### config.mk
export PLATFORM = sky130hd
export DESIGN_NAME = attn_dot_unit
export DESIGN_NICKNAME = d
export VERILOG_FILES = /design/src/design/gat_pkg.sv /design/src/design/attn_dot_unit.sv
export SDC_FILE = /design/constraint.sdc
export NUM_CORES = 2
export LEC_CHECK = 0
export BUFFER_PORTS_ARGS = -buffer_cell sky130_fd_sc_hd__buf_2
export CORE_MARGIN = 8
export CORE_UTILIZATION = 55
export CTS_BUF_LIST = sky130_fd_sc_hd__clkbuf_4 sky130_fd_sc_hd__clkbuf_8
export DETAILED_ROUTE_END_ITERATION = 8
export GPL_TIMING_DRIVEN = 0
export HOLD_SLACK_MARGIN = 0.05
export PLACE_DENSITY = 0.8
export SLEW_MARGIN = 25
export SYNTH_ARGS = -nofsm -noshare
export SYNTH_HDL_FRONTEND = slang
export SYNTH_SLANG_ARGS = --single-unit
### constraint.sdc
create_clock -name clk -period 3.4 [get_ports clk]
set_input_delay 0.51 -clock clk [delete_from_list [all_inputs] [get_ports clk]]
set_output_delay 0.51 -clock clk [all_outputs]
set_load 0.01 [all_outputs]
### src/design/gat_pkg.sv
package gat_pkg;

  // entry and coefficient width
  localparam int DATA_WIDTH      = 8;
  // one Wh feature, signed
  localparam int WH_DATA_WIDTH   = 12;
  localparam int NUM_FEATURE_OUT = 16;

  // attention vector a holds the target half then the neighbour half
  localparam int A_DEPTH         = NUM_FEATURE_OUT * 2;
  localparam int HALF_A_SIZE     = A_DEPTH / 2;
  localparam int A_INDEX_WIDTH   = $clog2(A_DEPTH);

  // subgraph limits
  localparam int MAX_NODES       = 168;
  localparam int NUM_NODE_WIDTH  = $clog2(MAX_NODES);

  // dot-product score wide enough for 16 products of 12x8 bits
  localparam int DMVM_DATA_WIDTH = 24;
  // one multiply stage plus log2(16) adder levels
  localparam int NUM_STAGES      = $clog2(NUM_FEATURE_OUT) + 1;

  // leaky relu slope is 1/8
  localparam int LRELU_SHIFT     = 3;
  localparam int COEF_SHIFT      = 8;

  typedef logic [NUM_FEATURE_OUT-1:0][WH_DATA_WIDTH-1:0] wh_vec_t;

  typedef logic [HALF_A_SIZE-1:0][DATA_WIDTH-1:0] a_half_t;

  // first marks the target node that opens a subgraph
  typedef struct packed {
    wh_vec_t feat;
    logic    first;
  } node_t;

  typedef struct packed {
    logic                              vld;
    logic                              first;
    logic signed [DMVM_DATA_WIDTH-1:0] score;
  } score_t;

  typedef struct packed {
    logic signed [DATA_WIDTH-1:0] value;
    logic [NUM_NODE_WIDTH-1:0]    node_idx;
  } coef_t;

endpackage

### src/design/attn_dot_unit.sv
`timescale 1ns/1ps

module attn_dot_unit (
  input  logic             clk,
  input  logic             rst_n,
  input  gat_pkg::a_half_t a_half_i,
  input  logic             node_vld_i,
  input  gat_pkg::node_t   node_i,
  output gat_pkg::score_t  score_o
);

  import gat_pkg::*;

  // adder tree in heap order
  // leaves NUM_FEATURE_OUT..2N-1 hold the products
  // node 1 is the root
  // a node at depth d is registered NUM_STAGES-d cycles after input
  logic signed [DMVM_DATA_WIDTH-1:0] sum_q [1:2*NUM_FEATURE_OUT-1];

  // flags follow the data through every stage
  logic [NUM_STAGES-1:0] vld_q;
  logic [NUM_STAGES-1:0] first_q;

  always_ff @(posedge clk) begin
    // stage 1 forms signed 12x8 products sign-extended into the score width
    for (int j = 0; j < NUM_FEATURE_OUT; j++) begin
      sum_q[NUM_FEATURE_OUT + j] <= $signed(node_i.feat[j]) * $signed(a_half_i[j]);
    end
    // stages 2 to 5 do one tree level each
    for (int k = 1; k < NUM_FEATURE_OUT; k++) begin
      sum_q[k] <= sum_q[2*k] + sum_q[2*k + 1];
    end
  end

  always_ff @(posedge clk or negedge rst_n) begin
    if (!rst_n) begin
      vld_q   <= '0;
      first_q <= '0;
    end else begin
      vld_q   <= {vld_q[NUM_STAGES-2:0], node_vld_i};
      first_q <= {first_q[NUM_STAGES-2:0], node_i.first & node_vld_i};
    end
  end

  assign score_o.vld   = vld_q[NUM_STAGES-1];
  assign score_o.first = first_q[NUM_STAGES-1];
  assign score_o.score = sum_q[1];

  // fixed latency with no bubbles and no lost nodes
  dot_latency: assert property (
    @(posedge clk) disable iff (!rst_n)
    score_o.vld == $past(node_vld_i, NUM_STAGES));

endmodule

== Word level (Yosys, flattened, before mapping) ==
Memory sizes are Yosys's and may differ from the RTL's.
Index checks and enable logic that the tools add are counted.

* Bits of input ports: 324
* Logic and storage cells: 35
* Memories: 1
* Flip-flop bits (word level): 10
* Bits in writable memories: 744

* $add $sub $neg: 15
* Bitwise operators: 1
* Multipliers: 16

{| class="wikitable"
|+ Memory list
! name !! words !! bits a word !! rd ports !! clocked after memory_dff !! write ports !! line !! source
|-
| sum_q || 31 || 24 || 31 || 0 || 31 || attn_dot_unit.sv:18 || <nowiki>logic signed [DMVM_DATA_WIDTH-1:0] sum_q [1:2*NUM_FEATURE_OUT-1];</nowiki>
|}

{| class="wikitable"
|+ Operator list
! cell !! count
|-
| adder 24 bit || 15
|-
| multiplier 12 x 8 -> 20 bit || 16
|-
| bitwise AND 1 bit || 1
|}

== Longest topological paths before layout ==
* Word-level depth: 1
* Mapped depth: 21

== Worst setup path after synthesis ==
No wires, ideal clock.

* Path type: in2reg
* Start point: in a_half_i[47] in the netlist's numbering
* End point: reg, netlist name sum_q[5][42]
* Cell stages on the path: 19
* Required time: 3.321 ns
* Path buffers: 1
* Data arrival time: 4.898 ns
* Path slack: -1.577 ns
* Setup time: 0.079 ns
* Cells stage by stage: inv_1 -> clkbuf_1 -> fa_1 -> fa_1 -> inv_1 -> fa_1 -> inv_1 -> fa_1 -> inv_1 -> ha_1 -> o21ai_0 -> a21boi_0 -> o21ai_0 -> a21boi_1 -> o2111ai_1 -> nand3_1 -> or4_1 -> a2111o_1 -> o211ai_1

{| class="wikitable"
|+ RTL lines
! what !! line !! source
|-
| start, declared || attn_dot_unit.sv:6 || <nowiki>input gat_pkg::a_half_t a_half_i,</nowiki>
|}

==> impl_results.md <==
- Status: finished with violations
- Violated checks: setup timing
- Htree depth: 3
- Dpl hpwl: 161 mm
- Maximum Capacitance Violations: 0
- Layout cells sized above 1: 0.220
- Clock slew at reported path FFs: 0.06 ns
- CP arrival: 4.99 ns
- Cell with the most instances after synthesis: inv_1
- CP max FO: 7
- Fin. max-slew vios: 0
- Post-synthesis sequential area ratio: 0.167
- Util after Layout: 0.678
- Ys flop type: dfxtp_1
- Vias/cell: 5.27
- Row count: 142
- Setup_tns: -47.22 ns
- I/O pins: 350
- Final Cell Area: 102,000 um2
- Largest family of logic cells by synthesized area: adder cells
- Synth unique cells: 77
- Total length of routed wires: 206 mm
- Share of synthesized registers carrying an async set or reset: 0.0145
- R2R cell count: 13
- Least-Margin Pin Slew: 0.701 ns
- Cell count along the critical path: 18
- Syn_area_per_cell: 9.24 um2
- CTS Root Cell: clkbuf_8
- Critical Path Slowest Stage Cell: fa_1
- Worst reg2reg endpoint: sum_q[1][70]$_DFF_P_
- Drt wl/cell: 17.2 um
- Leak pwr: 0.0498 uW
- RSZ-0062 raised after global routing: yes
- Final min period: 4.32 ns
- Compound-Gate Fraction of Synth Area: 0.0828
- Max Fclk: 232 MHz
- Critical path class: in2reg
- Synth Register Bits: 690
- CP Launch Type: input pin
- Fin Hold WS: 0.126 ns
- Top-area cell type share of the netlist area: 0.309
- CP max stage delay: 0.57 ns
- Post-Synth Simple-Gate Area: 0.155
- Initial Utilization: 0.554
- Final net count: 12,400
- Worst min path class: in2reg
- Largest area contributor in the netlist: fa_1
- Crit path to: sum_q[5][90]$_DFF_P_
- Top cell by count, worst path: fa_1
- PwrDens: 1010 nW/um2
- Mux share of post-synthesis cell area: 0.000603
- Rel. slew slack: 0.527
- Worst EP required: 4.07 ns
- All-Layer GR Usage: 0.250
- Synth cell count leaders: inv_1, fa_1, and2_1, ha_1, dfxtp_1
- TritonCTS Buffers: 117
- Final period util: 1.27
- Met1 Usage GRT: 0.312
- Final hold viol count: 0
- CP Capture Type: flip-flop
- Area Growth Syn to Fin: 22.4%
- Cell area after synthesis: 83,000 um2
- Clk_skew: 0.0367 ns
- GRT met2 Usage: 0.436
- Delay-heaviest family, CP: adder cells
- Area contributors post-synth: fa_1, dfxtp_1, ha_1, inv_1, and2_1
- Vias in the first global route: 69,300
- Met3 Use GR: 0.0388
- Grt ovf: 0
- Adder-Cell Fraction of Synth Area: 0.446
- First-pass GRT wire length: 339 mm
- Xor/xnor cell area share of the yosys netlist: 0.0584
- Worst-Skew Late Latency: 0.78 ns
- Area of the core: 150,000 um2
- R2r setup slk: 0.07 ns
- Initial antenna violation count: 29
- Starting DRT DRC Count: 3,423
- R2r startpoint: sum_q[3][24]$_DFF_P_
- Crit path buffers/inverters: 4
- Final WS setup: -0.917 ns
- Die width: 404 um
- Clock buffer depth: 3
- IO buf count: 349
- Crit path cell chain: buf_8 -> clkbuf_8 -> and2_4 -> fa_1 -> fa_2 -> fa_1 -> inv_1 -> fa_1 -> inv_2 -> ha_4 -> a21boi_4 -> o21ai_2 -> a21boi_2 -> o2111ai_1 -> nand3_1 -> or4_4 -> a2111o_1 -> o211ai_1
- TritonCTS clock tree: built
- EDFF count, synth: 0
- Drt first pass iters: 7
- Via count: 63,400
- Mapped Cells: 8,981
- Dpl cell area: 91,000 um2
- RD Place Congestion: 0.914
- Syn nets: 11,500
- Final antenna-violating net count: 0
- Yosys warnings: 0
- Die ar.: 164,000 um2
- GR peak layer: met2
- Chip Height: 404 um
- Number of clock sinks: 690
- # DRC: 0
- Largest net degree at the start of global routing: 19
- CP Launch Point: a_half_i[58]
- Peak supply drop: 0.591 mV
- Final Setup Violations: 138
## power by group
part           leakage, uW  internal [uW]  total [uW]  switching, uW
combinational       0.0424          36200       77600          41500
clock              0.00151           5440        9080           3640
sequential         0.00586          13300       15400           2100
## worst min path at each step
| stage | start | endpoint | slack [ns] | depth (start not counted) |
|---|---|---|---|---|
| 2_1_floorplan | rst_n | first_q[0]$_DFF_PN0_ | 0.21 | 0 |
| 3_3_place_gp | first_q[3]$_DFF_PN0_ | first_q[4]$_DFF_PN0_ | 0.34 | 0 |
| 3_5_place_dp | first_q[0]$_DFF_PN0_ | first_q[1]$_DFF_PN0_ | 0.34 | 0 |
| 4_1_cts | a_half_i[98] | sum_q[7][2]$_DFF_P_ | 0.05 | 3 |
| 5_1_grt | a_half_i[112] | sum_q[7][49]$_DFF_P_ | 0.08 | 3 |
| 6_report | a_half_i[112] | sum_q[7][49]$_DFF_P_ | 0.13 | 3 |
## worst register-to-register path, delay by kind of cell (launching register included)
family,cells,cell delay (ns)
fa+ha+maj,2,0.56
simple gates,1,0.17
compound gates,8,1.64
xor+xnor,1,0.45
buf+inv,1,0.05
flops,1,0.33
## registers in the layout (all words and copies together), names as in the netlist
signal / cells
vld_q: 5
sum_q: 680
first_q: 5
## routing by layer
| layer | wire, um | vias to the layer above |
|---|---|---|
| li1 | - | 29800 |
| met1 | 83400 | 31400 |
| met2 | 102000 | 1738 |
| met3 | 11500 | 521 |
| met4 | 9060 | 6 |
| met5 | 25 | - |
## area by class of cell
type / count / area, um2
Timing Repair Buffer: 797 / 6410
Antenna cell: 25 / 62.6
Tap cell: 2016 / 2520
Clock inverter: 52 / 798
Inverter: 1808 / 6840
Clock buffer: 163 / 2110
Multi-Input combinational cell: 6322 / 66700
Fill cell: 10900 / 48200
Sequential cell: 690 / 13900
Buffer: 154 / 2210
## through the flow
step	setup slack (ns)	total power [uW]	cells
floorplan	-1.38	66800	8981
global placement	-1.84	80200	11300
detailed placement	-1.91	82400	11300
CTS	-0.818	99200	11900
global route	-0.996	111000	12000
finish	-0.917	102000	12000
## layout by cell type, fill, tap and decap left out, types with 23 or more instances in the layout
cell	count
nor2b_1	43
a21o_1	132
buf_4	424
clkbuf_16	26
and2_4	144
xnor2_1	413
o21ai_0	160
inv_1	1646
dfxtp_1	680
nor3_1	85
o21bai_1	31
diode_2	25
ha_1	745
fa_2	73
ha_2	26
buf_2	190
nand3_1	93
nand2_4	54
and3_1	26
a21oi_2	82
o21ai_2	40
xor2_1	102
and2_1	807
clkbuf_4	48
xnor2_2	31
dlygate4sd3_1	26
buf_6	104
inv_2	153
ha_4	142
nand2_1	478
buf_8	72
o21a_1	67
nand2b_1	82
nand2_2	95
clkbuf_8	201
nor2_1	423
nand4_1	23
fa_1	1206
a21oi_1	230
## cell families after synthesis
kind of cell	count (synthesis)
simple gates	2503
compound gates	1069
mux	5
flops	690
buf+inv	1969
fa+ha+maj	2192
xor+xnor	553
## what timing repair did
item	4_1_cts	5_1_grt
hold endpoints to repair	27	0
gates cloned	14	0
buffers inserted	355	83
endpoints found under the setup margin	124	162
hold buffers	26	0
resized for setup	716	315
pin swaps	426	237
(Power assumes the default switching activity.)
