[src/design/gat_pkg.sv]
package gat_pkg;

  // entry and coefficient width
  localparam int DATA_WIDTH      = 8;
  // one Wh feature, signed
  localparam int WH_DATA_WIDTH   = 12;
  localparam int NUM_FEATURE_OUT = 16;

  // attention vector a holds the target half then the neighbour half
  localparam int A_DEPTH         = NUM_FEATURE_OUT * 2;
  localparam int HALF_A_SIZE     = A_DEPTH / 2;
  localparam int A_INDEX_WIDTH   = $clog2(A_DEPTH);

  // subgraph limits
  localparam int MAX_NODES       = 168;
  localparam int NUM_NODE_WIDTH  = $clog2(MAX_NODES);

  // dot-product score wide enough for 16 products of 12x8 bits
  localparam int DMVM_DATA_WIDTH = 24;
  // one multiply stage plus log2(16) adder levels
  localparam int NUM_STAGES      = $clog2(NUM_FEATURE_OUT) + 1;

  // leaky relu slope is 1/8
  localparam int LRELU_SHIFT     = 3;
  localparam int COEF_SHIFT      = 8;

  typedef logic [NUM_FEATURE_OUT-1:0][WH_DATA_WIDTH-1:0] wh_vec_t;

  typedef logic [HALF_A_SIZE-1:0][DATA_WIDTH-1:0] a_half_t;

  // first marks the target node that opens a subgraph
  typedef struct packed {
    wh_vec_t feat;
    logic    first;
  } node_t;

  typedef struct packed {
    logic                              vld;
    logic                              first;
    logic signed [DMVM_DATA_WIDTH-1:0] score;
  } score_t;

  typedef struct packed {
    logic signed [DATA_WIDTH-1:0] value;
    logic [NUM_NODE_WIDTH-1:0]    node_idx;
  } coef_t;

endpackage

[src/design/attn_vec_store.sv]
`timescale 1ns/1ps

module attn_vec_store (
  input  logic                                clk,
  input  logic                                rst_n,
  input  logic                                a_wr_i,
  input  logic [gat_pkg::A_INDEX_WIDTH-1:0]   a_addr_i,
  input  logic signed [gat_pkg::DATA_WIDTH-1:0] a_data_i,
  output gat_pkg::a_half_t                    a_src_o,
  output gat_pkg::a_half_t                    a_nbr_o,
  output logic                                a_rdy_o
);

  import gat_pkg::*;

  logic [DATA_WIDTH-1:0] a_q [A_DEPTH];
  logic [A_DEPTH-1:0]    written_q;
  logic [A_DEPTH-1:0]    written_nxt;
  logic                  rdy_q;

  // entry storage
  always_ff @(posedge clk) begin
    if (a_wr_i) begin
      a_q[a_addr_i] <= a_data_i;
    end
  end

  always_comb begin
    written_nxt = written_q;
    if (a_wr_i) begin
      written_nxt[a_addr_i] = 1'b1;
    end
  end

  // ready comes up together with the last new index
  always_ff @(posedge clk or negedge rst_n) begin
    if (!rst_n) begin
      written_q <= '0;
      rdy_q     <= 1'b0;
    end else begin
      written_q <= written_nxt;
      rdy_q     <= &written_nxt;
    end
  end

  // split into target half and neighbour half
  always_comb begin
    for (int i = 0; i < HALF_A_SIZE; i++) begin
      a_src_o[i] = a_q[i];
      a_nbr_o[i] = a_q[HALF_A_SIZE + i];
    end
  end

  assign a_rdy_o = rdy_q;

  a_addr_in_range: assert property (
    @(posedge clk) disable iff (!rst_n) a_wr_i |-> (int'(a_addr_i) < A_DEPTH));

endmodule

[config.mk]
export PLATFORM = sky130hd
export DESIGN_NAME = attn_vec_store
export DESIGN_NICKNAME = d
export VERILOG_FILES = /design/src/design/gat_pkg.sv /design/src/design/attn_vec_store.sv
export SDC_FILE = /design/constraint.sdc
export NUM_CORES = 1
export LEC_CHECK = 0
export BUFFER_PORTS_ARGS = -buffer_cell sky130_fd_sc_hd__buf_2
export CAP_MARGIN = 20
export CORE_MARGIN = 2
export CORE_UTILIZATION = 46
export DETAILED_ROUTE_END_ITERATION = 10
export PLACE_DENSITY = 0.75
export REMOVE_ABC_BUFFERS = 1
export SYNTH_ARGS = -nofsm -noshare
export SYNTH_HDL_FRONTEND = slang
export SYNTH_SLANG_ARGS = --single-unit
[constraint.sdc]
create_clock -name clk -period 0.99 [get_ports clk]
set_input_delay 0.198 -clock clk [delete_from_list [all_inputs] [get_ports clk]]
set_output_delay 0.198 -clock clk [all_outputs]
set_load 0.01 [all_outputs]
== Yosys cells after proc, flatten, opt, wreduce, memory -nomap -nowiden ==
Memories as Yosys holds them, arrays and structs flattened.
Cells that the tools add are included.

* $lt $le $gt $ge: 2
* Muxes and demuxes: 5
* Bitwise gates (word level): 1
* Reductions and logical operators: 2

{| class="wikitable"
|+ Operators with widths
! kind !! count
|-
| 2-to-1 mux 32 bit || 1
|-
| bitwise OR 32 bit || 1
|-
| AND reduction 32 bit || 1
|-
| less-than comparator 5 x 6 -> 1 bit (second input constant) || 1
|-
| demux 1 bit (select 5 bit) || 1
|-
| greater-or-equal comparator 5 x 1 -> 1 bit (second input constant) || 1
|-
| 2-to-1 mux 1 bit || 3
|-
| logical AND 1 bit || 1
|}

* Register bits after elaboration: 33
* RAM bits: 256
* Input bits: 16
* Output and inout port bits: 257
* Logic and storage cells: 13
* Memories: 1

{| class="wikitable"
|+ Memory list
! memory !! depth !! width !! rd ports !! clocked after memory_dff !! write ports !! line !! source
|-
| a_q || 32 || 8 || 32 || 0 || 1 || attn_vec_store.sv:16 || <nowiki>logic [DATA_WIDTH-1:0] a_q [A_DEPTH];</nowiki>
|}

== Depth between registers and ports, before layout ==
Gate-level depths: netlist of run 1.

* Word-level depth: 7
* Depth in mapped cells: 7
* Gate-level depth less buffers: 5

== Worst setup path after synthesis of run 1 ==
Ideal clock, no wire load.

* Path kind: input -> register
* Start point: input port a_wr_i
* End point: register rdy_q (netlist: a_rdy_o)
* Setup time: 0.096 ns
* Arrival time: 1.561 ns
* Required time: 0.894 ns
* Setup slack: -0.666 ns
* Stages on the path: 7
* Buffers on the path: 2
* Cells stage by stage: buf_2 > or3b_1 > buf_2 > nor2_2 > or2_2 > nand4_1 > nor4_2

* Longest elaborated chain between the ends: 2

{| class="wikitable"
|+ Ends and longest elaborated chain
! element !! line !! source
|-
| start, declared || attn_vec_store.sv:6 || <nowiki>input logic a_wr_i,</nowiki>
|-
| 2-to-1 mux 32 bit || attn_vec_store.sv:30 || <nowiki>if (a_wr_i) begin</nowiki>
|-
| net written_nxt[28] || attn_vec_store.sv:18 || <nowiki>logic [A_DEPTH-1:0] written_nxt;</nowiki>
|-
| AND reduction 32 bit || attn_vec_store.sv:42 || <nowiki>rdy_q <= &written_nxt;</nowiki>
|-
| end signal, assigned || attn_vec_store.sv:42 ||
|-
| end, declared || attn_vec_store.sv:19 || <nowiki>logic rdy_q;</nowiki>
|}

The timed path passes the listed nets, and every way through them passes these cells.

==> out/qor.yml, run 1 <==
grt_overflow: 0
critPathSlowestCell: "edfxtp_1"
hp-class: "in2reg"
grt_start_max_net_pins: 34
cp.arrival_ps: 1100
ys_async_sr_fraction_pct: 11.4
critPathTopFamily: "flip-flops"
violations: "negative setup slack"
rsz0062_at_grt: "true"
root_buffer: "clkbuf_16"
htreeDepth: 1
layout.nets: 784
ir_worst_vdd_mv: 1.41
ys.warnings.count: 0
core_area_mm2: 0.0196
antenna_cells: 0
cp.required_ps: 790
finalCritPeriodShare_pct: 131
yosysTopAreaCellShare_pct: 83.3
fin_skew_ps: 5.52
max_freq_mhz: 770
cp_slowest_stage_delay_ps: 420
clock_sinks: 289
dp_hpwl_um: 14300
io_buffer_count: 272
synthCells: 401
synth_edf_count: 256
yosysUniqueCellTypes: 32
critPathMaxFanout: 1
io_pins: 273
synth_top_flop_cell: "edfxtp_1"
hold_viol: 0
clock_latency_ps: 520
tightest_slew_ps: 766
final_max_slew_viol_count: 0
ys_seq_elements: 289
wirelength_um: 21700
routedWlPerCell_um: 20.6
synth_common_cells: "edfxtp_1, dfrtp_1, nor2_1, a21o_1, or2_2"
pre_cts_slack_ps: -729
area_growth_pct: 37.2
drive_gt1_share_pct: 54.2
avgSynthCellArea_um2: 23.0
synth_area_leaders: "edfxtp_1, dfrtp_1, nor2_1"
first_pass_iters: 4
path_class: "reg2out"
yosysTopAreaCell: "edfxtp_1"
finalPower_mw: 26.9
vias: 5217
crit_chain: "buf_2"
cts_buffer_depth: 3
gp_congestion: 0.786
grt_pass1_vias: 5396
setup_viol: 266
rows: 51
die-area_mm2: 0.0212
vias_per_cell: 4.95
setup_ws_ps: -309
worstSetupEndpointType: "output port"
start_kind: "register"
status: "finished with violations"
antenna_found_initial: 0
drt_iter0_drc: 331
drc: 0
final_antenna_net_count: 0
synth_area_mm2: 0.00923
relSlewSlack_pct: 49.0
grt_first_pass_wirelength_um: 32300
fillers: 1308
crit_buf_inv: 1
path_clk_slew_ps: 60
die_y_um: 146
dieWidth_um: 146
power_per_cell_area_mw_per_mm2: 2130
track_usage_pct: 20.1
fin_crit_ps: 1300
p_leak_nw: 4.97
seq_area_frac_synth_pct: 92.3
cap_violations: 0
cts_buffers: 28
synth.most_common_cell: "edfxtp_1"
start_util_pct: 47.1
cts_tree: "built"
-- path summary, 6_finish.rpt --
path                       cells after the start  slack, ps                 endpoint                     from
hold reg to reg                                1        450   written_q[4]$_DFF_PN0_   written_q[4]$_DFF_PN0_
setup reg to reg                               4       -200        a_rdy_o$_DFF_PN0_  written_q[13]$_DFF_PN0_
max in group asynchronous                      3        660  written_q[16]$_DFF_PN0_                    rst_n
setup / recovery                               1       -310              a_src_o[29]      a_q[3][5]$_DFFE_PP_
hold / removal                                 2         70     a_q[31][7]$_DFFE_PP_              a_data_i[7]
min in group asynchronous                      3        160  written_q[28]$_DFF_PN0_                    rst_n
-- power breakdown --
part | leakage (nW) | total, mW | switching [mW] | internal (mW)
sequential | 2.69 | 13.8 | 0.128 | 13.7
combinational | 1.78 | 1.30 | 0.760 | 0.544
clock | 0.503 | 11.8 | 4.32 | 7.46
-- per-stage QoR --
step | hold WS (ps) | utilization [%] | instances | cell area [µm²] | setup TNS, ps
floorplan | -97.6 | - | 394 | 9170 | -94560
global placement | 165 | 58.4 | 1000 | 11400 | -155710
detailed placement | 176 | 58.4 | 1000 | 11400 | -162940
CTS | 56.6 | 64.3 | 1055 | 12600 | -67170
global route | 57.7 | 64.6 | 1055 | 12700 | -73430
finish | 69.4 | 64.6 | 1055 | 12700 | -61660
-- routing by layer --
layer / track usage (%) / share of wire [%] / wire length [µm] / up-vias
li1: - / - / - / 2276
met1: 26.5 / 41 / 8880 / 2635
met2: 34.5 / 51 / 11000 / 254
met3: 3.54 / 5.9 / 1270 / 52
met4: 6.03 / 2.8 / 598 / 0
met5: 0 / 0 / 0 / -
-- repair_timing --
action,4_1_cts,5_1_grt
setup buffers,2,0
pin swaps,6,6
gates resized for setup,24,17
endpoints found under the setup margin,422,323
hold buffers,1,0
hold endpoints to repair,33,0
-- flip-flops by register name (all words and copies together) (netlist names) --
signal,count
a_q,256
written_q,32
a_rdy_o,1
-- cells by family after synthesis --
| group | Yosys count | synth area share (%) |
|---|---|---|
| compound gates | 22 | 1.64 |
| simple gates | 76 | 5.23 |
| buf+inv | 14 | 0.854 |
| flops | 289 | 92.3 |
-- layout make-up --
type | instances | area [µm²] | share of cell area, %
sequential | 289 | 8510 | 67.3
tap | 265 | 332 | 2.62
timing repair buffer | 344 | 2020 | 16.0
clock inverter | 20 | 317 | 2.50
inverter | 7 | 26.3 | 0.208
multi-input combinational | 98 | 711 | 5.61
clock buffer | 32 | 737 | 5.82
-- cells in the final DEF, fill, tap and decap left out, types with 4 or more instances in the layout --
master     synthesis  layout
buf_12             0       4
nor3b_2            4       4
bufinv_16          0       8
edfxtp_1         256     256
a21o_1            15      15
nand3b_1           5       5
dfrtp_1           33      33
or2_2             10      10
buf_4              2      62
clkbuf_16          0      29
nor2_1            31      24
a21oi_2            1       4
buf_6              2      13
buf_2              3     264
nor2_4             1       6
inv_1              7       7
(Power assumes the default switching activity.)
==> run 2, diff against run 1 <==
--- a/config.mk
+++ b/config.mk
@@ -5,7 +5,7 @@
 export SDC_FILE = /design/constraint.sdc
 export NUM_CORES = 1
 export LEC_CHECK = 0
-export BUFFER_PORTS_ARGS = -buffer_cell sky130_fd_sc_hd__buf_2
+export BUFFER_PORTS_ARGS = -buffer_cell sky130_fd_sc_hd__clkbuf_2
 export CAP_MARGIN = 20
 export CORE_MARGIN = 2
 export CORE_UTILIZATION = 46
==> run 2 against run 1 <==
- the run still ends with negative setup slack left
- die area stayed put
- fmax grew 0.68%
- non-clock buffer count rose by 8
- largest cell class unchanged
- combinational power about the same
- total power fell by 4.2%
- worst hold slack improved by 11 ps
- critical path depth unchanged
- cell area is essentially flat
- sequential power about the same
==> out/qor.yml, run 2 (same netlist as run 1, synthesis figures left out) <==
status: "finished with violations"
violations: "negative setup slack"
p_leak_nw: 5.02  # +1.1%
power_per_cell_area_mw_per_mm2: 2040  # -4.2%
dieWidth_um: 146  # unchanged
hold_viol: 0  # unchanged
reg2reg_to: "a_rdy_o$_DFF_PN0_"
root_buffer: "clkbuf_16"
regArea_mm2: 0.00851  # unchanged
final_area_mm2: 0.0127  # about the same
critPathTopFamily: "flip-flops"
final_cell_mix: "edfxtp_1, clkbuf_2, buf_4"
use_met2_pct: 34.5  # -0.071 points
ir_worst_vdd_mv: 1.32  # -6.3%
relSlewSlack_pct: 76.3  # +27 points
grt_first_pass_wirelength_um: 32200  # -0.43%
first_pass_iters: 4  # unchanged
r2r_start: "written_q[12]$_DFF_PN0_"
grt_overflow: 0  # unchanged
grt_pass1_vias: 5323  # -1.4%
max_freq_mhz: 775  # +0.68%
grt_start_max_net_pins: 34  # unchanged
track_usage_pct: 20.0  # -0.11 points
cts_tree: "built"
io_buffer_count: 272  # unchanged
vias: 5136  # -1.6%
start_util_pct: 47.1  # unchanged
htreeDepth: 1  # unchanged
vias_per_cell: 4.83  # -2.3%
cp.required_ps: 790  # about the same
multiInputGateArea_um2: 714  # +0.53%
whs_ps: 80.1  # +10.8 ps
drc: 0  # unchanged
crit_chain: "buf_6"
startpoint: "a_q[12][7]$_DFFE_PP_"
hp-class: "in2reg"
setup_ws_ps: -301  # +8.76 ps
r2r_cells: 4  # unchanged
drive_gt1_share_pct: 54.8  # +0.58 points
critPathSlowestCell: "edfxtp_1"
place_area_mm2: 0.0115  # +0.63%
start_kind: "register"
fin_skew_ps: 16.7  # +11.2 ps
drt_iter0_drc: 444  # +34%
fin_crit_ps: 1290  # -8.76 ps
antenna_found_initial: 0  # unchanged
final_antenna_net_count: 0  # unchanged
final_max_slew_viol_count: 0  # unchanged
path_class: "reg2out"
path_clk_slew_ps: 70  # about the same
fillers: 1328  # +1.5%
busiest_layer: "met2"
largest_register_ffs: 256  # unchanged
routedWlPerCell_um: 20.2  # -2.0%
tightest_slew_ps: 354  # -412 ps
setup_viol: 296  # +11%
die_y_um: 146  # unchanged
crit_end: "a_src_o[103]"
r2r_setup_slack_ps: -170  # +30 ps
core_area_mm2: 0.0196  # unchanged
io_pins: 273  # unchanged
rsz0062_at_grt: "true"
antenna_cells: 0  # unchanged
cp.arrival_ps: 1090  # about the same
clock_sinks: 289  # unchanged
met1_usage_pct: 26.3  # -0.23 points
crit_buf_inv: 1  # unchanged
path_depth: 1  # unchanged
worstSetupEndpointType: "output port"
grt_use_met3_pct: 3.82  # +0.28 points
cap_violations: 0  # unchanged
gp_congestion: 0.831  # +5.8%
clock_latency_ps: 530  # about the same
layout.nets: 792  # +1.0%
top_register: "a_q"
cp_slowest_stage_delay_ps: 420  # about the same
area_growth_pct: 37.3  # about the same
cts_buffers: 28  # unchanged
wirelength_um: 21500  # -1.3%
die-area_mm2: 0.0212  # unchanged
critPathMaxFanout: 1  # unchanged
cts_buffer_depth: 3  # unchanged
rows: 51  # unchanged
dp_hpwl_um: 14900  # +4.1%
finalCritPeriodShare_pct: 130  # -0.88 points
[run 2: changes by cell type in the layout (fill, tap and decap cells not counted), sizes merged]
cell    change
inv         -2
buf       -250
clkinv      +4
clkbuf    +260
bufinv      -4
[run 2: worst min path at each step]
| stage | from | to | depth (start not counted) |
|---|---|---|---|
| floorplan | rst_n | a_rdy_o$_DFF_PN0_ | 0 |
| global placement | rst_n | written_q[29]$_DFF_PN0_ | 2 |
| detailed placement | rst_n | written_q[31]$_DFF_PN0_ | 2 |
| CTS | a_data_i[3] | a_q[18][3]$_DFFE_PP_ | 2 |
| global route | a_data_i[7] | a_q[19][7]$_DFFE_PP_ | 2 |
| finish | a_data_i[3] | a_q[30][3]$_DFFE_PP_ | 2 |
[run 2: metal layers]
metal | routed length [µm] | share of wire (%)
met5 | 0 | 0
met4 | 465 | 2.2
met3 | 1390 | 6.5
met2 | 10800 | 51
met1 | 8750 | 41
[run 2: cell type report]
cell class | instances | share of cell area, %
clock buffer | 34 | 5.88
clock inverter | 18 | 1.60
inverter | 7 | 0.207
multi-input combinational | 98 | 5.64
sequential | 289 | 67.2
tap | 265 | 2.62
timing repair buffer | 352 | 16.8
[run 2: timing repair]
item,CTS,global route
pin swaps,4,4
hold buffers,1,0
endpoints found under the hold margin,33,0
endpoints found under the setup margin,418,362
gates resized for setup,24,41
buffers inserted,2,0
[run 2: report_power, final]
| part | leakage [nW] | internal (mW) | switching, mW |
|---|---|---|---|
| registers | 2.69 | 13.7 | 0.123 |
| clock network | 0.451 | 6.41 | 4.23 |
| logic | 1.88 | 0.574 | 0.756 |
| total | 5.02 | 20.7 | 5.11 |
[run 2: through the flow]
step	setup slack [ps]	power, mW	util, %	std cells	setup TNS, ps
final	-301	25.8	64.6	1063	-61350
after global routing	-351	26.6	64.6	1063	-72110
after CTS	-327	25.9	64.1	1063	-66260
after detailed placement	-722	15.3	58.7	1008	-153360
after global placement	-688	15.3	58.7	1008	-147420
after floorplan	-665	14.5	-	394	-94560
