## src/design/gat_pkg.sv

```systemverilog
package gat_pkg;

  // entry and coefficient width
  localparam int DATA_WIDTH      = 8;
  // one Wh feature, signed
  localparam int WH_DATA_WIDTH   = 12;
  localparam int NUM_FEATURE_OUT = 16;

  // attention vector a holds the target half then the neighbour half
  localparam int A_DEPTH         = NUM_FEATURE_OUT * 2;
  localparam int HALF_A_SIZE     = A_DEPTH / 2;
  localparam int A_INDEX_WIDTH   = $clog2(A_DEPTH);

  // subgraph limits
  localparam int MAX_NODES       = 168;
  localparam int NUM_NODE_WIDTH  = $clog2(MAX_NODES);

  // dot-product score wide enough for 16 products of 12x8 bits
  localparam int DMVM_DATA_WIDTH = 24;
  // one multiply stage plus log2(16) adder levels
  localparam int NUM_STAGES      = $clog2(NUM_FEATURE_OUT) + 1;

  // leaky relu slope is 1/8
  localparam int LRELU_SHIFT     = 3;
  localparam int COEF_SHIFT      = 8;

  typedef logic [NUM_FEATURE_OUT-1:0][WH_DATA_WIDTH-1:0] wh_vec_t;

  typedef logic [HALF_A_SIZE-1:0][DATA_WIDTH-1:0] a_half_t;

  // first marks the target node that opens a subgraph
  typedef struct packed {
    wh_vec_t feat;
    logic    first;
  } node_t;

  typedef struct packed {
    logic                              vld;
    logic                              first;
    logic signed [DMVM_DATA_WIDTH-1:0] score;
  } score_t;

  typedef struct packed {
    logic signed [DATA_WIDTH-1:0] value;
    logic [NUM_NODE_WIDTH-1:0]    node_idx;
  } coef_t;

endpackage

```

## src/design/coef_combiner.sv

```systemverilog
`timescale 1ns/1ps

module coef_combiner (
  input  logic            clk,
  input  logic            rst_n,
  input  gat_pkg::score_t src_score_i,
  input  gat_pkg::score_t nbr_score_i,
  output logic            coef_vld_o,
  output gat_pkg::coef_t  coef_o
);

  import gat_pkg::*;

  logic                              open_sub;
  logic signed [DMVM_DATA_WIDTH-1:0] held_q;
  logic signed [DMVM_DATA_WIDTH-1:0] src_sel;
  logic [NUM_NODE_WIDTH-1:0]         idx_q;
  logic [NUM_NODE_WIDTH-1:0]         idx_sel;

  // one bit wider than a score so the sum cannot wrap
  logic signed [DMVM_DATA_WIDTH:0]   e_sum;
  logic signed [DMVM_DATA_WIDTH:0]   e_lrelu;
  logic signed [DMVM_DATA_WIDTH:0]   e_scaled;
  logic signed [DATA_WIDTH-1:0]      e_sat;

  assign open_sub = src_score_i.vld & src_score_i.first;

  // the target node uses its own score and later nodes the held one
  assign src_sel = open_sub ? src_score_i.score : held_q;
  assign idx_sel = open_sub ? '0 : idx_q;

  always_comb begin
    e_sum    = $signed({src_sel[DMVM_DATA_WIDTH-1], src_sel})
             + $signed({nbr_score_i.score[DMVM_DATA_WIDTH-1], nbr_score_i.score});
    e_lrelu  = e_sum[DMVM_DATA_WIDTH] ? (e_sum >>> LRELU_SHIFT) : e_sum;
    e_scaled = e_lrelu >>> COEF_SHIFT;
    // in range when all bits above the result width match its sign
    if (&e_scaled[DMVM_DATA_WIDTH:DATA_WIDTH-1] || ~|e_scaled[DMVM_DATA_WIDTH:DATA_WIDTH-1]) begin
      e_sat = e_scaled[DATA_WIDTH-1:0];
    end else if (e_scaled[DMVM_DATA_WIDTH]) begin
      e_sat = {1'b1, {(DATA_WIDTH-1){1'b0}}};
    end else begin
      e_sat = {1'b0, {(DATA_WIDTH-1){1'b1}}};
    end
  end

  // held target score
  always_ff @(posedge clk) begin
    if (open_sub) begin
      held_q <= src_score_i.score;
    end
  end

  always_ff @(posedge clk or negedge rst_n) begin
    if (!rst_n) begin
      idx_q      <= '0;
      coef_vld_o <= 1'b0;
    end else begin
      coef_vld_o <= nbr_score_i.vld;
      if (nbr_score_i.vld) begin
        idx_q <= idx_sel + 1'b1;
      end
    end
  end

  always_ff @(posedge clk) begin
    coef_o.value    <= e_sat;
    coef_o.node_idx <= idx_sel;
  end

  // both dot units see the same node stream
  score_in_step: assert property (
    @(posedge clk) disable iff (!rst_n)
    (src_score_i.vld == nbr_score_i.vld)
    && (!src_score_i.vld || src_score_i.first == nbr_score_i.first));

  node_idx_range: assert property (
    @(posedge clk) disable iff (!rst_n)
    coef_vld_o |-> (int'(coef_o.node_idx) < MAX_NODES));

endmodule

```

## config.mk

```make
export PLATFORM = sky130hd
export DESIGN_NAME = coef_combiner
export DESIGN_NICKNAME = d
export VERILOG_FILES = /design/src/design/gat_pkg.sv /design/src/design/coef_combiner.sv
export SDC_FILE = /design/constraint.sdc
export NUM_CORES = 1
export LEC_CHECK = 0
export BUFFER_PORTS_ARGS = -buffer_cell sky130_fd_sc_hd__buf_4
export CAP_MARGIN = 10
export CORE_MARGIN = 2
export CORE_UTILIZATION = 55
export CTS_BUF_LIST = sky130_fd_sc_hd__clkbuf_4
export CTS_CLUSTER_DIAMETER = 30
export CTS_CLUSTER_SIZE = 12
export DETAILED_ROUTE_END_ITERATION = 16
export PLACE_DENSITY = 0.91
export SLEW_MARGIN = 40
export SYNTH_ARGS = -nofsm -noshare
export SYNTH_HDL_FRONTEND = slang
export SYNTH_SLANG_ARGS = --single-unit
```

## constraint.sdc

```tcl
create_clock -name clk -period 3.6 [get_ports clk]
set_input_delay 0.36 -clock clk [delete_from_list [all_inputs] [get_ports clk]]
set_output_delay 0.36 -clock clk [all_outputs]
set_load 0.01 [all_outputs]
```

* Yosys cells after proc, flatten, opt, wreduce, memory -nomap -nowiden
Index checks and enable logic that the tools add are counted.
** Storage, ports and cells
- Bits in latches :: 0
- RAM bits :: 0
- Memories :: 0
- Memory bits (read-only) :: 0
- Flip-flop bits (word level) :: 49
- Output and inout bits :: 17
** Operators by class
- $add $sub $neg :: 2
- Reductions and logical operators :: 4
- Equal/unequal tests :: 0
- Div/mod/pow operators :: 0
- Magnitude comparators :: 0
- Shift operators :: 0
- Multiplexer cells :: 5
- Bitwise operators :: 1
- Multiply operators :: 0
** Operators with widths (count)
- adder 24 x 24 -> 25 bit :: 1
- 2-to-1 mux 25 bit :: 1
- 2-to-1 mux 24 bit :: 1
- 2-to-1 mux 8 bit :: 3
- AND reduction 10 bit :: 1
- OR reduction 10 bit :: 1
- adder 8 x 1 -> 8 bit, second input constant :: 1
- AND 1 bit :: 1
- zero test 1 bit :: 1
- logical OR 1 bit :: 1

* Longest topological paths before layout
Gate-level depths: netlist of the first run.
- Word-level depth :: 8
- Gate-level depth with buffers :: 17

* Worst setup path after synthesis of the first run
Ideal clock, no wire load.
- Kind :: in2reg
- Start point :: input port src_score_i[25] (netlist name)
- End point :: register coef_o[10] (netlist name)
- Path slack :: 0.039 ns
- Setup time :: 0.139 ns
- Stages on the path :: 16
- Data arrival time :: 3.422 ns
- Cell sequence :: and2_1 -> clkbuf_1 -> clkbuf_1 -> nand2_1 -> nand2_1 -> ha_1 -> buf_2 -> a21oi_1 -> o211ai_1 -> a41oi_1 -> o31ai_1 -> a31oi_1 -> xor2_1 -> or4b_4 -> nor4b_4 -> a31oi_1
** On the way
- Word-level cells in the longest chain between the ends :: 8
- Elaborated cells between the ends (all ways) :: 10
** RTL lines
- start, declared :: line coef_combiner.sv:6 : input gat_pkg::score_t src_score_i,
- AND 1 bit (*) :: line coef_combiner.sv:26 : assign open_sub = src_score_i.vld & src_score_i.first;
- 2-to-1 mux 24 bit (*)
- via src_sel[10] :: line coef_combiner.sv:16 : logic signed [DMVM_DATA_WIDTH-1:0] src_sel;
- adder 24 x 24 -> 25 bit (*) :: line coef_combiner.sv:34 : + $signed({nbr_score_i.score[DMVM_DATA_WIDTH-1], nbr_score_i.score});
- 2-to-1 mux 25 bit (*) :: line coef_combiner.sv:35 : e_lrelu = e_sum[DMVM_DATA_WIDTH] ? (e_sum >>> LRELU_SHIFT) : e_sum;
- OR reduction 10 bit :: line coef_combiner.sv:38 : if (&e_scaled[DMVM_DATA_WIDTH:DATA_WIDTH-1] || ~|e_scaled[DMVM_DATA_WIDTH:DATA_WIDTH-1]) begin
- zero test 1 bit :: line coef_combiner.sv:38
- logical OR 1 bit :: line coef_combiner.sv:38
- 2-to-1 mux 8 bit (*) :: line coef_combiner.sv:38
- via e_sat[2] :: line coef_combiner.sv:24 : logic signed [DATA_WIDTH-1:0] e_sat;
- end, declared :: line coef_combiner.sv:9 : output gat_pkg::coef_t coef_o
The timed path passes the listed nets; every way through them passes the cells marked *.
A chain may end at the register's enable or synchronous reset.

* Worst setup path after layout of the first run
- Start point :: input port src_score_i[25] (netlist name)
- End point :: register coef_o[13] (netlist name)
Same word-level chain as after synthesis.

==> metrics.yaml, run 1 <==
route:
  wire_per_inst_um: 13.7
  drt_pass1_iterations: 4
  vias: 2863
  routed_wl_mm: 7.09
  ant_nets: 0
  via_per_inst: 5.52
  drtIter0Drc: 119
  remaining_drc_errors: 0
critical_path:
  cpLargestDelayFamily: "simple AND/OR/NAND/NOR gates"
  worstSetupStartpointType: "input pin"
  path_max_fanout: 9
  path_buf_inv: 3
  critPathKind: "in -> reg"
  endpoint_kind: "register"
  max_stage_delay_ns: 0.51
  slowest_stage: "or4b_4"
  cp_data_required_time_ns: 3.87
  crit_chain: "buf_4 -> and2_1 -> buf_4 -> nand2_1 -> nand2_1 -> ha_1 -> a21oi_1 -> nor2b_1 -> nor4_1 -> o31ai_1 -> buf_4 -> a31oi_1 -> xor2_1 -> or4b_4 -> nor4b_4 -> a21oi_1"
  crit_top_cell: "buf_4"
  cp_data_arrival_time_ns: 3.57
die:
  num_rows: 26
  die_area_um2: 5880
  core_area_um2: 5110
  die_height_um: 76.7
  die_w_um: 76.7
  start_util_pct: 56.9
  ioPinCount: 71
clocking:
  cts.htree.levels: 2
  insertion_delay_ns: 0.38
  cts.sinks: 49
  cts_made_buffers: 5
  clkTransAtPathRegs_ns: 0.16
  cts_root_buf: "clkbuf_4"
  clk_path_buf_depth: 2
  cts_tree: "done"
  cts_resized: 0
synth:
  synth-edff-count: 0
  ys_ff_latch: 49
  yosysSeqAreaShare_pct: 35.3
  synthArstFlopShare_pct: 18.4
  ys.flop_type: "dfxtp_1"
  synth.distinct_cells: 49
  syn_avg_cell_area_um2: 8.16
  syn_area_um2: 2910
  yosys.area.top_type: "dfxtp_1"
  ys_warn_count: 0
  syn_inst: 356
  synthMuxAreaShare_pct: 1.08
  synth_top_family_by_area: "simple AND/OR/NAND/NOR gates"
  synth.top_cell.area_share_pct: 27.6
  synth_fa_ha_area_share_pct: 10.3
  synth_compound_area_share_pct: 18.8
  syn-num-nets: 434
  synth_xor_area_share_pct: 5.12
  yosys-top-cells-count: "nand2_1 (92), dfxtp_1 (40), a21oi_1 (28), ha_1 (24)"
  synthTopCellsByArea: "dfxtp_1 (28%), nand2_1 (12%), ha_1 (10%)"
  synthMostInstantiatedCell: "nand2_1"
  yosys.area_share.simple_pct: 26.2
sta:
  period_share_pct: 91.7
  setup_viol: 0
  maxSlewHeadroom_pct: 51.5
  skew_ns: 0.0159
  fin_setup_tns_ns: 0
  slew_violations: 0
  layout_setup_ws_ns: 0.299
  worst_pin_slew_ns: 0.722
  fmax_mhz: 303
  final-hold-violation-count: 0
  layout_min_cycle_time_ns: 3.30
  rsz0062_at_grt: "false"
global_route:
  grt_pass1_wl_mm: 12.0
  antenna_found_initial: 0
  grt_max_degree: 25
  grt_usage_pct: 24.7
  grt_overflow_total: 0
  grt_pass1_vias: 2825
min_path:
  min_path_type: "in -> reg"
run_status:
  status: "complete, no violations"
placement:
  placed_cells: 510
  port-buffer-count: 69
  gp_congestion: 0.868
  place_hpwl_mm: 5.59
  place_ws_ns: -0.0914
final_layout:
  drive_gt1_share_pct: 26.7
  syn_to_final_growth_pct: 30.2
  layout.nets: 526
  layoutNonFillerInstCount: 519
  diodes: 0
  final_util_pct: 74.1
power_and_ir_drop:
  p_leak_nw: 1.85
  ir_worst_vdd_v: 0.000292
  power.total_mw: 1.79
  p_per_area_nw_per_um2: 473
flow_run:
  drv_cap: 0
## sequential cells by signal, indices dropped and copies added (netlist names)
register and flops:
coef_o 16, coef_vld_o 1, idx_q 8, held_q 24
## final timing paths
| kind | from | end | slack, ns | depth (start not counted) |
|---|---|---|---|---|
| min in group asynchronous | rst_n | idx_q[7]$_DFFE_PN0P_ | 0.34 | 2 |
| hold reg to reg | held_q[5]$_DFF_P_ | held_q[5]$_DFF_P_ | 0.46 | 2 |
| setup / recovery | src_score_i[25] | coef_o[13]$_DFF_P_ | 0.30 | 16 |
| setup reg to reg | held_q[2]$_DFF_P_ | coef_o[13]$_DFF_P_ | 0.43 | 13 |
| hold / removal | nbr_score_i[25] | coef_vld_o$_DFF_PN0_ | 0.16 | 1 |
| max in group asynchronous | rst_n | idx_q[4]$_DFFE_PN0P_ | 3.11 | 2 |
## layout make-up
type                            count  area (um^2)
Multi-Input combinational cell    284         1790
Fill cell                         395         1320
Sequential cell                    49         1030
Timing Repair Buffer              102          781
Tap cell                           70         87.6
Clock inverter                      3         43.8
Clock buffer                        5         37.5
Inverter                            6         22.5
## metrics by stage
| step | hold slack, ns | instance area [um^2] |
|---|---|---|
| 6_report | 0.162 | 3780 |
| 5_1_grt | 0.130 | 3780 |
| 4_1_cts | 0.151 | 3780 |
| 3_5_place_dp | 0.193 | 3690 |
| 3_3_place_gp | 0.188 | 3690 |
| 2_1_floorplan | 0.0644 | 2910 |
## kinds of logic after synthesis
family                   after synthesis
multiplexers                           3
XOR/XNOR                              17
AO/OA/AOI/OAI                         85
adder cells (fa/ha/maj)               24
flip-flops                            49
AND/OR/NAND/NOR                      155
buffers and inverters                 23
## layout by cell type (no fill, tap or decap), types with 6 or more instances in the layout
cell     netlist  final
a31oi_1       10     10
and3_1         7      7
xnor2_1        6      6
dfxtp_1       40     40
dfrtp_1        9      9
o21ai_0       11     11
ha_1          24     24
nor3_1         7      7
and2_1        11     11
nand2_1       92     92
buf_4          0    100
a41oi_1        8      8
nand3_1        6      6
a21oi_1       28     28
xor2_1        11     11
nand4_1        6      6
## per-layer routing
metal	up-vias	track usage, %	part of all wire (%)
met5	-	0	0
met3	12	5.53	5.4
met2	94	43.9	50
li1	1455	-	-
met1	1302	29.4	43
met4	0	7.82	1.3
## power breakdown
group | total (mW) | switching (mW) | internal [mW]
Clock | 0.339 | 0.191 | 0.148
Combinational | 0.771 | 0.403 | 0.368
Sequential | 0.681 | 0.0387 | 0.642
Total | 1.79 | 0.633 | 1.16
## worst reg2reg max path: stages (launching register included)
cell,delay [ns]
dfxtp_1,0.33
nand2_1,0.05
nand2_1,0.06
ha_1,0.29
a21oi_1,0.23
nor2b_1,0.10
nor4_1,0.24
o31ai_1,0.13
buf_4,0.16
a31oi_1,0.19
xor2_1,0.24
or4b_4,0.51
nor4b_4,0.40
a21oi_1,0.14
## what timing repair did
item                       in CTS  in global routing
hold buffers                    1                  0
buffers inserted                0                  0
setup endpoints to repair       0                  0
hold endpoints to repair        9                  0
Note: power is estimated with default switching activity, not from simulation.
==> inputs of run 2 (changes only) <==
- CORE_UTILIZATION: 55 -> 50
- PLACE_DENSITY: 0.91 -> 0.84
==> run 2 against run 1 <==
  * Setup slack improved by 0.040 ns
  * Sequential cell count did not move
  * Critical path depth did not move
  * Final cell count rose by 1.7%
  * Worst hold slack improved by 0.013 ns
  * Core utilization fell by 5.8 points
  * Clock skew fell by 0.0016 ns
  * Clock power fell by 20%
  * Non-clock buffer count rose by 7
  * First-iteration DRC count rose by 0.84%
  * Count of clock-buffer cells in the layout did not move
  * Critical path type unchanged
  * Largest power group unchanged
==> metrics.yaml, run 2 (synthesis results as in run 1) <==
run_status:
  status: "complete, no violations"
final_layout:
  final_common_cell: "buf_4"
  largest_register_ffs: 24  # unchanged
  multi_input_area_um2: 1790  # unchanged
  ff_latch_area_um2: 1030  # unchanged
  layout_common_cells: "buf_4 (108), nand2_1 (92), dfxtp_1 (40)"
  syn_to_final_growth_pct: 31.0
  top_register: "held_q"
  layoutNonFillerInstCount: 528  # +1.7%
  drive_gt1_share_pct: 27.9  # +1.1 points
  top_regs: "held_q (24), coef_o (16), idx_q (8)"
  diodes: 0  # unchanged
  layout.nets: 533  # +1.3%
  fillCellCount: 467  # +18%
power_and_ir_drop:
  p_per_area_nw_per_um2: 456  # -3.7%
  p_sw_mw: 0.637  # +0.71%
  power_frac_comb_pct: 45.1  # +2.0 points
  power.total_mw: 1.73  # -3.2%
  p_leak_nw: 1.87  # +1.0%
  pwr-share-clk_pct: 15.6  # -3.3 points
  p_int_mw: 1.10  # -5.3%
  seqPwrFrac_pct: 39.3  # +1.3 points
  switching_share_pct: 36.7  # +1.4 points
  ir_worst_vdd_v: 0.000291  # -0.38%
critical_path:
  critPathKind: "in -> reg"
  endpoint_kind: "register"
  cp_data_arrival_time_ns: 3.54  # -0.03 ns
  worstSetupStartpointType: "input pin"
  cp_data_required_time_ns: 3.87  # about the same
  path_max_fanout: 11  # +2
clocking:
  cts_hold_buf: 1  # unchanged
  cts_tree: "done"
  cts_setup_buffers: 0  # unchanged
  clkTransAtPathRegs_ns: 0.16  # about the same
  cts.sinks: 49  # unchanged
  clk_path_buf_depth: 2  # unchanged
  cts.htree.levels: 2  # unchanged
  cts_root_buf: "clkbuf_4"
  cts_resized: 0  # unchanged
  cts_made_buffers: 5  # unchanged
  insertion_delay_ns: 0.38  # about the same
sta:
  worst_pin_slew_ns: 0.391  # -0.331 ns
  rsz0062_at_grt: "false"
  final-hold-violation-count: 0  # unchanged
  skew_ns: 0.0144  # -0.00155 ns
  fmax_mhz: 307  # +1.2%
  maxSlewHeadroom_pct: 73.3  # +22 points
  setup_viol: 0  # unchanged
  period_share_pct: 90.6  # -1.1 points
  slew_violations: 0  # unchanged
  layout_min_cycle_time_ns: 3.26  # -0.0399 ns
global_route:
  grt_max_degree: 17  # -32%
  grt_usage_pct: 24.1  # -0.58 points
  grt_pass1_wl_mm: 12.3  # +2.6%
  grt_overflow_total: 0  # unchanged
  antenna_found_initial: 0  # unchanged
  grt_pass1_vias: 2916  # +3.2%
placement:
  gp_congestion: 0.863  # -0.52%
  port-buffer-count: 69  # unchanged
  placed_cells: 519  # +1.8%
  place_hpwl_mm: 5.76  # +3.1%
route:
  remaining_drc_errors: 0  # unchanged
  wire_per_inst_um: 13.7  # about the same
  drt_pass1_iterations: 5  # +1
  vias: 2843  # -0.70%
  via_per_inst: 5.38  # -2.4%
  drtIter0Drc: 120  # +0.84%
  ant_nets: 0  # unchanged
  routed_wl_mm: 7.22  # +1.8%
die:
  num_rows: 27  # +3.8%
  core_area_um2: 5570  # +9.1%
  die_height_um: 80.2  # +4.6%
  start_util_pct: 52.1  # -4.8 points
  die_area_um2: 6440  # +9.5%
  die_w_um: 80.2  # +4.6%
  ioPinCount: 71  # unchanged
flow_run:
  drv_cap: 0  # unchanged
min_path:
  min_path_type: "in -> reg"
[run 2: cell count changes in the layout (fill, tap and decap cells not counted)]
cell | previous run | this run
buf_12 | 1 | 0
buf_4 | 100 | 108
clkinv_4 | 0 | 2
bufinv_16 | 1 | 0
inv_6 | 1 | 0
[run 2: final timing paths]
path	cells after the start	to	slack (ns)	from
max	16	coef_o[8]$_DFF_P_	0.34	src_score_i[25]
min	3	held_q[22]$_DFF_P_	0.17	src_score_i[22]
max reg2reg	14	coef_o[8]$_DFF_P_	0.50	held_q[2]$_DFF_P_
min reg2reg	2	held_q[3]$_DFF_P_	0.46	held_q[3]$_DFF_P_
max in group asynchronous	2	idx_q[4]$_DFFE_PN0P_	3.12	rst_n
min in group asynchronous	2	idx_q[0]$_DFFE_PN0P_	0.33	rst_n
[run 2: power by group through the flow]
stage	clock network, mW	registers (mW)	logic, mW
global route	0.297	0.693	0.870
finish	0.271	0.681	0.783
global placement	0	0.688	0.750
floorplan	0	0.706	0.458
detailed placement	0	0.693	0.774
CTS	0.276	0.682	0.779
[run 2: final cells by class]
class,instances,area share [%]
multi-input combinational,284,46.9
sequential,49,27.0
timing repair buffer,109,21.6
tap,72,2.37
clock buffer,5,0.986
clock inverter,3,0.592
inverter,6,0.592
[run 2: layer usage]
metal  up-vias  track usage, %  share of wire [%]
met5         -               0                  0
met4         0            7.46                1.2
met3         9            4.94                4.7
met2        79            43.8                 50
met1      1297            28.2                 44
li1       1458               -                  -
[run 2: worst max-delay path, cell delays in order]
cell	delay (ns)
buf_4	0.12
and2_1	0.16
buf_4	0.16
buf_4	0.17
nand2_1	0.07
nand2_1	0.08
ha_1	0.38
nand4_1	0.17
nor3_1	0.36
a21oi_4	0.11
and2b_2	0.23
xnor2_1	0.15
or4b_4	0.53
nor4b_4	0.22
buf_4	0.19
a31oi_1	0.08
[run 2: stage by stage]
step           cell area, um^2  setup TNS [ns]  utilization (%)  hold slack (ns)  worst slack, ns
6_report                  3810               0             68.3            0.174            0.339
3_3_place_gp              3740               0             67.0            0.188           0.0407
2_1_floorplan             2910               0                -           0.0644           0.0385
4_1_cts                   3810               0             68.3            0.169            0.379
3_5_place_dp              3740          -0.136             67.0            0.189          -0.0326
5_1_grt                   3810               0             68.3            0.162            0.157
==> inputs of run 3 (changes only) <==
- ABC_CLOCK_PERIOD_IN_PS: not set -> 3600
- CORE_UTILIZATION: 50 -> 45
- PLACE_DENSITY: 0.84 -> 0.78
- SKIP_CTS_REPAIR_TIMING: not set -> 1
==> run 3 against run 2 <==
  * First-iteration DRC count increased by 21%
  * Largest power group unchanged
  * Critical path depth stayed put
  * Via count is 0.63% higher
  * Highest routed layer unchanged
  * Core utilization fell by 8.0 points
  * Sequential cell count did not move
  * Worst hold slack worse by 0.0092 ns
==> metrics.yaml, run 3 (synthesis results as in run 1) <==
run_status:
  status: "complete, no violations"
critical_path:
  cpLargestDelayFamily: "simple AND/OR/NAND/NOR gates"
  cp_data_required_time_ns: 3.85  # -0.02 ns
  worstSetupStartpointType: "input pin"
  crit_chain: "buf_4 -> and2_1 -> buf_4 -> nand2_1 -> nand2_1 -> ha_1 -> a21oi_1 -> nor2b_1 -> nor4_1 -> o31ai_1 -> buf_4 -> a31oi_1 -> xor2_1 -> or4b_4 -> nor4b_4 -> a31oi_1"
  max_stage_delay_ns: 0.50  # -0.03 ns
  endpoint_kind: "register"
  path_buf_inv: 3  # -1
  slowest_stage: "or4b_4"
  crit_cells: 16  # unchanged
  ff2ff_path_depth: 13  # -1
  cp_data_arrival_time_ns: 3.65  # +0.11 ns
  crit_top_cell: "buf_4"
  critPathKind: "in -> reg"
  path_max_fanout: 8  # -3
sta:
  layout_min_cycle_time_ns: 3.40  # +0.143 ns
  worst_pin_slew_ns: 0.421  # +0.0297 ns
  layout_setup_ws_ns: 0.196  # -0.143 ns
  setup_viol: 0  # unchanged
  skew_ns: 0.0139  # -0.000469 ns
  fmax_mhz: 294  # -4.2%
  maxSlewHeadroom_pct: 71.2  # -2.0 points
  rsz0062_at_grt: "false"
  slew_violations: 0  # unchanged
  final-hold-violation-count: 0  # unchanged
  period_share_pct: 94.6  # +4.0 points
clocking:
  cts_root_buf: "clkbuf_4"
  cts_made_buffers: 5  # unchanged
  clkTransAtPathRegs_ns: 0.15  # about the same
  cts.sinks: 49  # unchanged
  insertion_delay_ns: 0.38  # about the same
  cts.htree.levels: 2  # unchanged
  cts_tree: "done"
  clk_path_buf_depth: 2  # unchanged
die:
  die_height_um: 84.4  # +5.1%
  start_util_pct: 46.0  # -6.1 points
  die_w_um: 84.4  # +5.1%
  ioPinCount: 71  # unchanged
  core_area_um2: 6310  # +13%
  num_rows: 29  # +7.4%
  die_area_um2: 7120  # +11%
final_layout:
  top_regs: "held_q (24), coef_o (16), idx_q (8)"
  ff_latch_area_um2: 1030  # unchanged
  top_register: "held_q"
  drive_gt1_share_pct: 27.8  # -0.098 points
  syn_to_final_growth_pct: 31.0  # about the same
  multi_input_area_um2: 1790  # +0.42%
  final_area_um2: 3810  # about the same
  layoutNonFillerInstCount: 531  # +0.57%
  layout_common_cells: "buf_4 (106), nand2_1 (92), dfxtp_1 (40)"
  layout.nets: 531  # -0.38%
  largest_register_ffs: 24  # unchanged
  diodes: 0  # unchanged
  final_common_cell: "buf_4"
  fillCellCount: 592  # +27%
global_route:
  grtUsageMet1_pct: 26.0  # -2.3 points
  grt_pass1_vias: 2744  # -5.9%
  top_usage_layer: "met2"
  grt_max_degree: 18  # +1
  met3_usage_pct: 2.95  # -2.0 points
  grt_overflow_total: 0  # unchanged
  antenna_found_initial: 0  # unchanged
  grt_usage_pct: 20.5  # -3.6 points
  met2_usage_pct: 35.8  # -8.0 points
  grt_pass1_wl_mm: 12.0  # -2.2%
placement:
  place_ws_ns: -0.132  # -0.0991 ns
  gp_congestion: 0.865  # +0.28%
  postPlaceCellArea_um2: 3730  # -0.23%
  placed_cells: 522  # +0.58%
  place_hpwl_mm: 5.72  # -0.66%
  port-buffer-count: 69  # unchanged
min_path:
  hold_depth: 1  # -2
  min_path_type: "in -> reg"
power_and_ir_drop:
  p_sw_mw: 0.643  # +0.85%
  pwr-share-clk_pct: 16.1  # +0.5 points
  ir_worst_vdd_v: 0.000187  # -36%
  switching_share_pct: 36.9  # +0.20 points
  p_per_area_nw_per_um2: 457  # +0.29%
  p_int_mw: 1.10  # about the same
  seqPwrFrac_pct: 39.0  # -0.3 points
  power_frac_comb_pct: 44.8  # -0.3 points
  p_leak_nw: 1.86  # -0.41%
route:
  drtIter0Drc: 145  # +21%
  routed_wl_mm: 7.11  # -1.4%
  wire_per_inst_um: 13.4  # -2.0%
  drt_pass1_iterations: 4  # -1
  vias: 2861  # +0.63%
  remaining_drc_errors: 0  # unchanged
  via_per_inst: 5.39  # about the same
  ant_nets: 0  # unchanged
flow_run:
  drv_cap: 0  # unchanged
## run 3: cell types whose count changed in the layout (fill, tap and decap cells not counted)
cell	previous run	this run
clkinv_2	1	0
buf_4	108	106
xnor2_1	6	5
clkinv_4	2	1
clkinvlp_4	0	1
xnor2_2	0	1
inv_6	0	1
## run 3: cell type report
| type | count | share of cell area [%] |
|---|---|---|
| multi-input combinational | 284 | 47.1 |
| sequential | 49 | 26.9 |
| timing repair buffer | 107 | 21.2 |
| tap | 77 | 2.53 |
| clock buffer | 5 | 0.986 |
| clock inverter | 3 | 0.657 |
| inverter | 6 | 0.592 |
## run 3: final timing paths
| check | start | to | slack (ns) |
|---|---|---|---|
| worst max-delay path | src_score_i[25] | coef_o[10]$_DFF_P_ | 0.20 |
| min in group asynchronous | rst_n | idx_q[6]$_DFFE_PN0P_ | 0.34 |
| worst max register to register | held_q[2]$_DFF_P_ | coef_o[10]$_DFF_P_ | 0.31 |
| max in group asynchronous | rst_n | idx_q[1]$_DFFE_PN0P_ | 3.11 |
| worst min-delay path | nbr_score_i[25] | coef_vld_o$_DFF_PN0_ | 0.17 |
| worst min register to register | held_q[21]$_DFF_P_ | held_q[21]$_DFF_P_ | 0.46 |
## run 3: stage by stage
step / utilization [%] / setup TNS (ns) / total power, mW / hold slack [ns]
3_5_place_dp: 59.0 / -0.723 / 1.46 / 0.194
5_1_grt: 60.3 / 0 / 1.86 / 0.142
3_3_place_gp: 59.0 / -0.247 / 1.43 / 0.189
6_report: 60.3 / 0 / 1.74 / 0.165
4_1_cts: 60.0 / 0 / 1.74 / -0.248
2_1_floorplan: - / 0 / 1.16 / 0.0644
## run 3: per-layer routing
metal,wire length [um],vias up
met4,120,0
li1,-,1455
met3,331,8
met5,0,-
met1,3150,1305
met2,3510,93
## run 3: worst register-to-register path, delay by kind of cell, from the launching register on
family / cells / cell delay (ns)
AOI/OAI and AO/OA: 4 / 0.74
and+or+nand+nor: 6 / 1.39
buffers and inverters: 1 / 0.16
xor gates and xnor gates: 1 / 0.24
DFF: 1 / 0.33
adders and majority gates: 1 / 0.30
## run 3: power by group through the flow
stage | logic, mW | registers (mW) | clock network, mW
floorplan | 0.458 | 0.706 | 0
global placement | 0.747 | 0.688 | 0
detailed placement | 0.767 | 0.693 | 0
CTS | 0.773 | 0.680 | 0.289
global route | 0.864 | 0.690 | 0.308
finish | 0.780 | 0.679 | 0.281
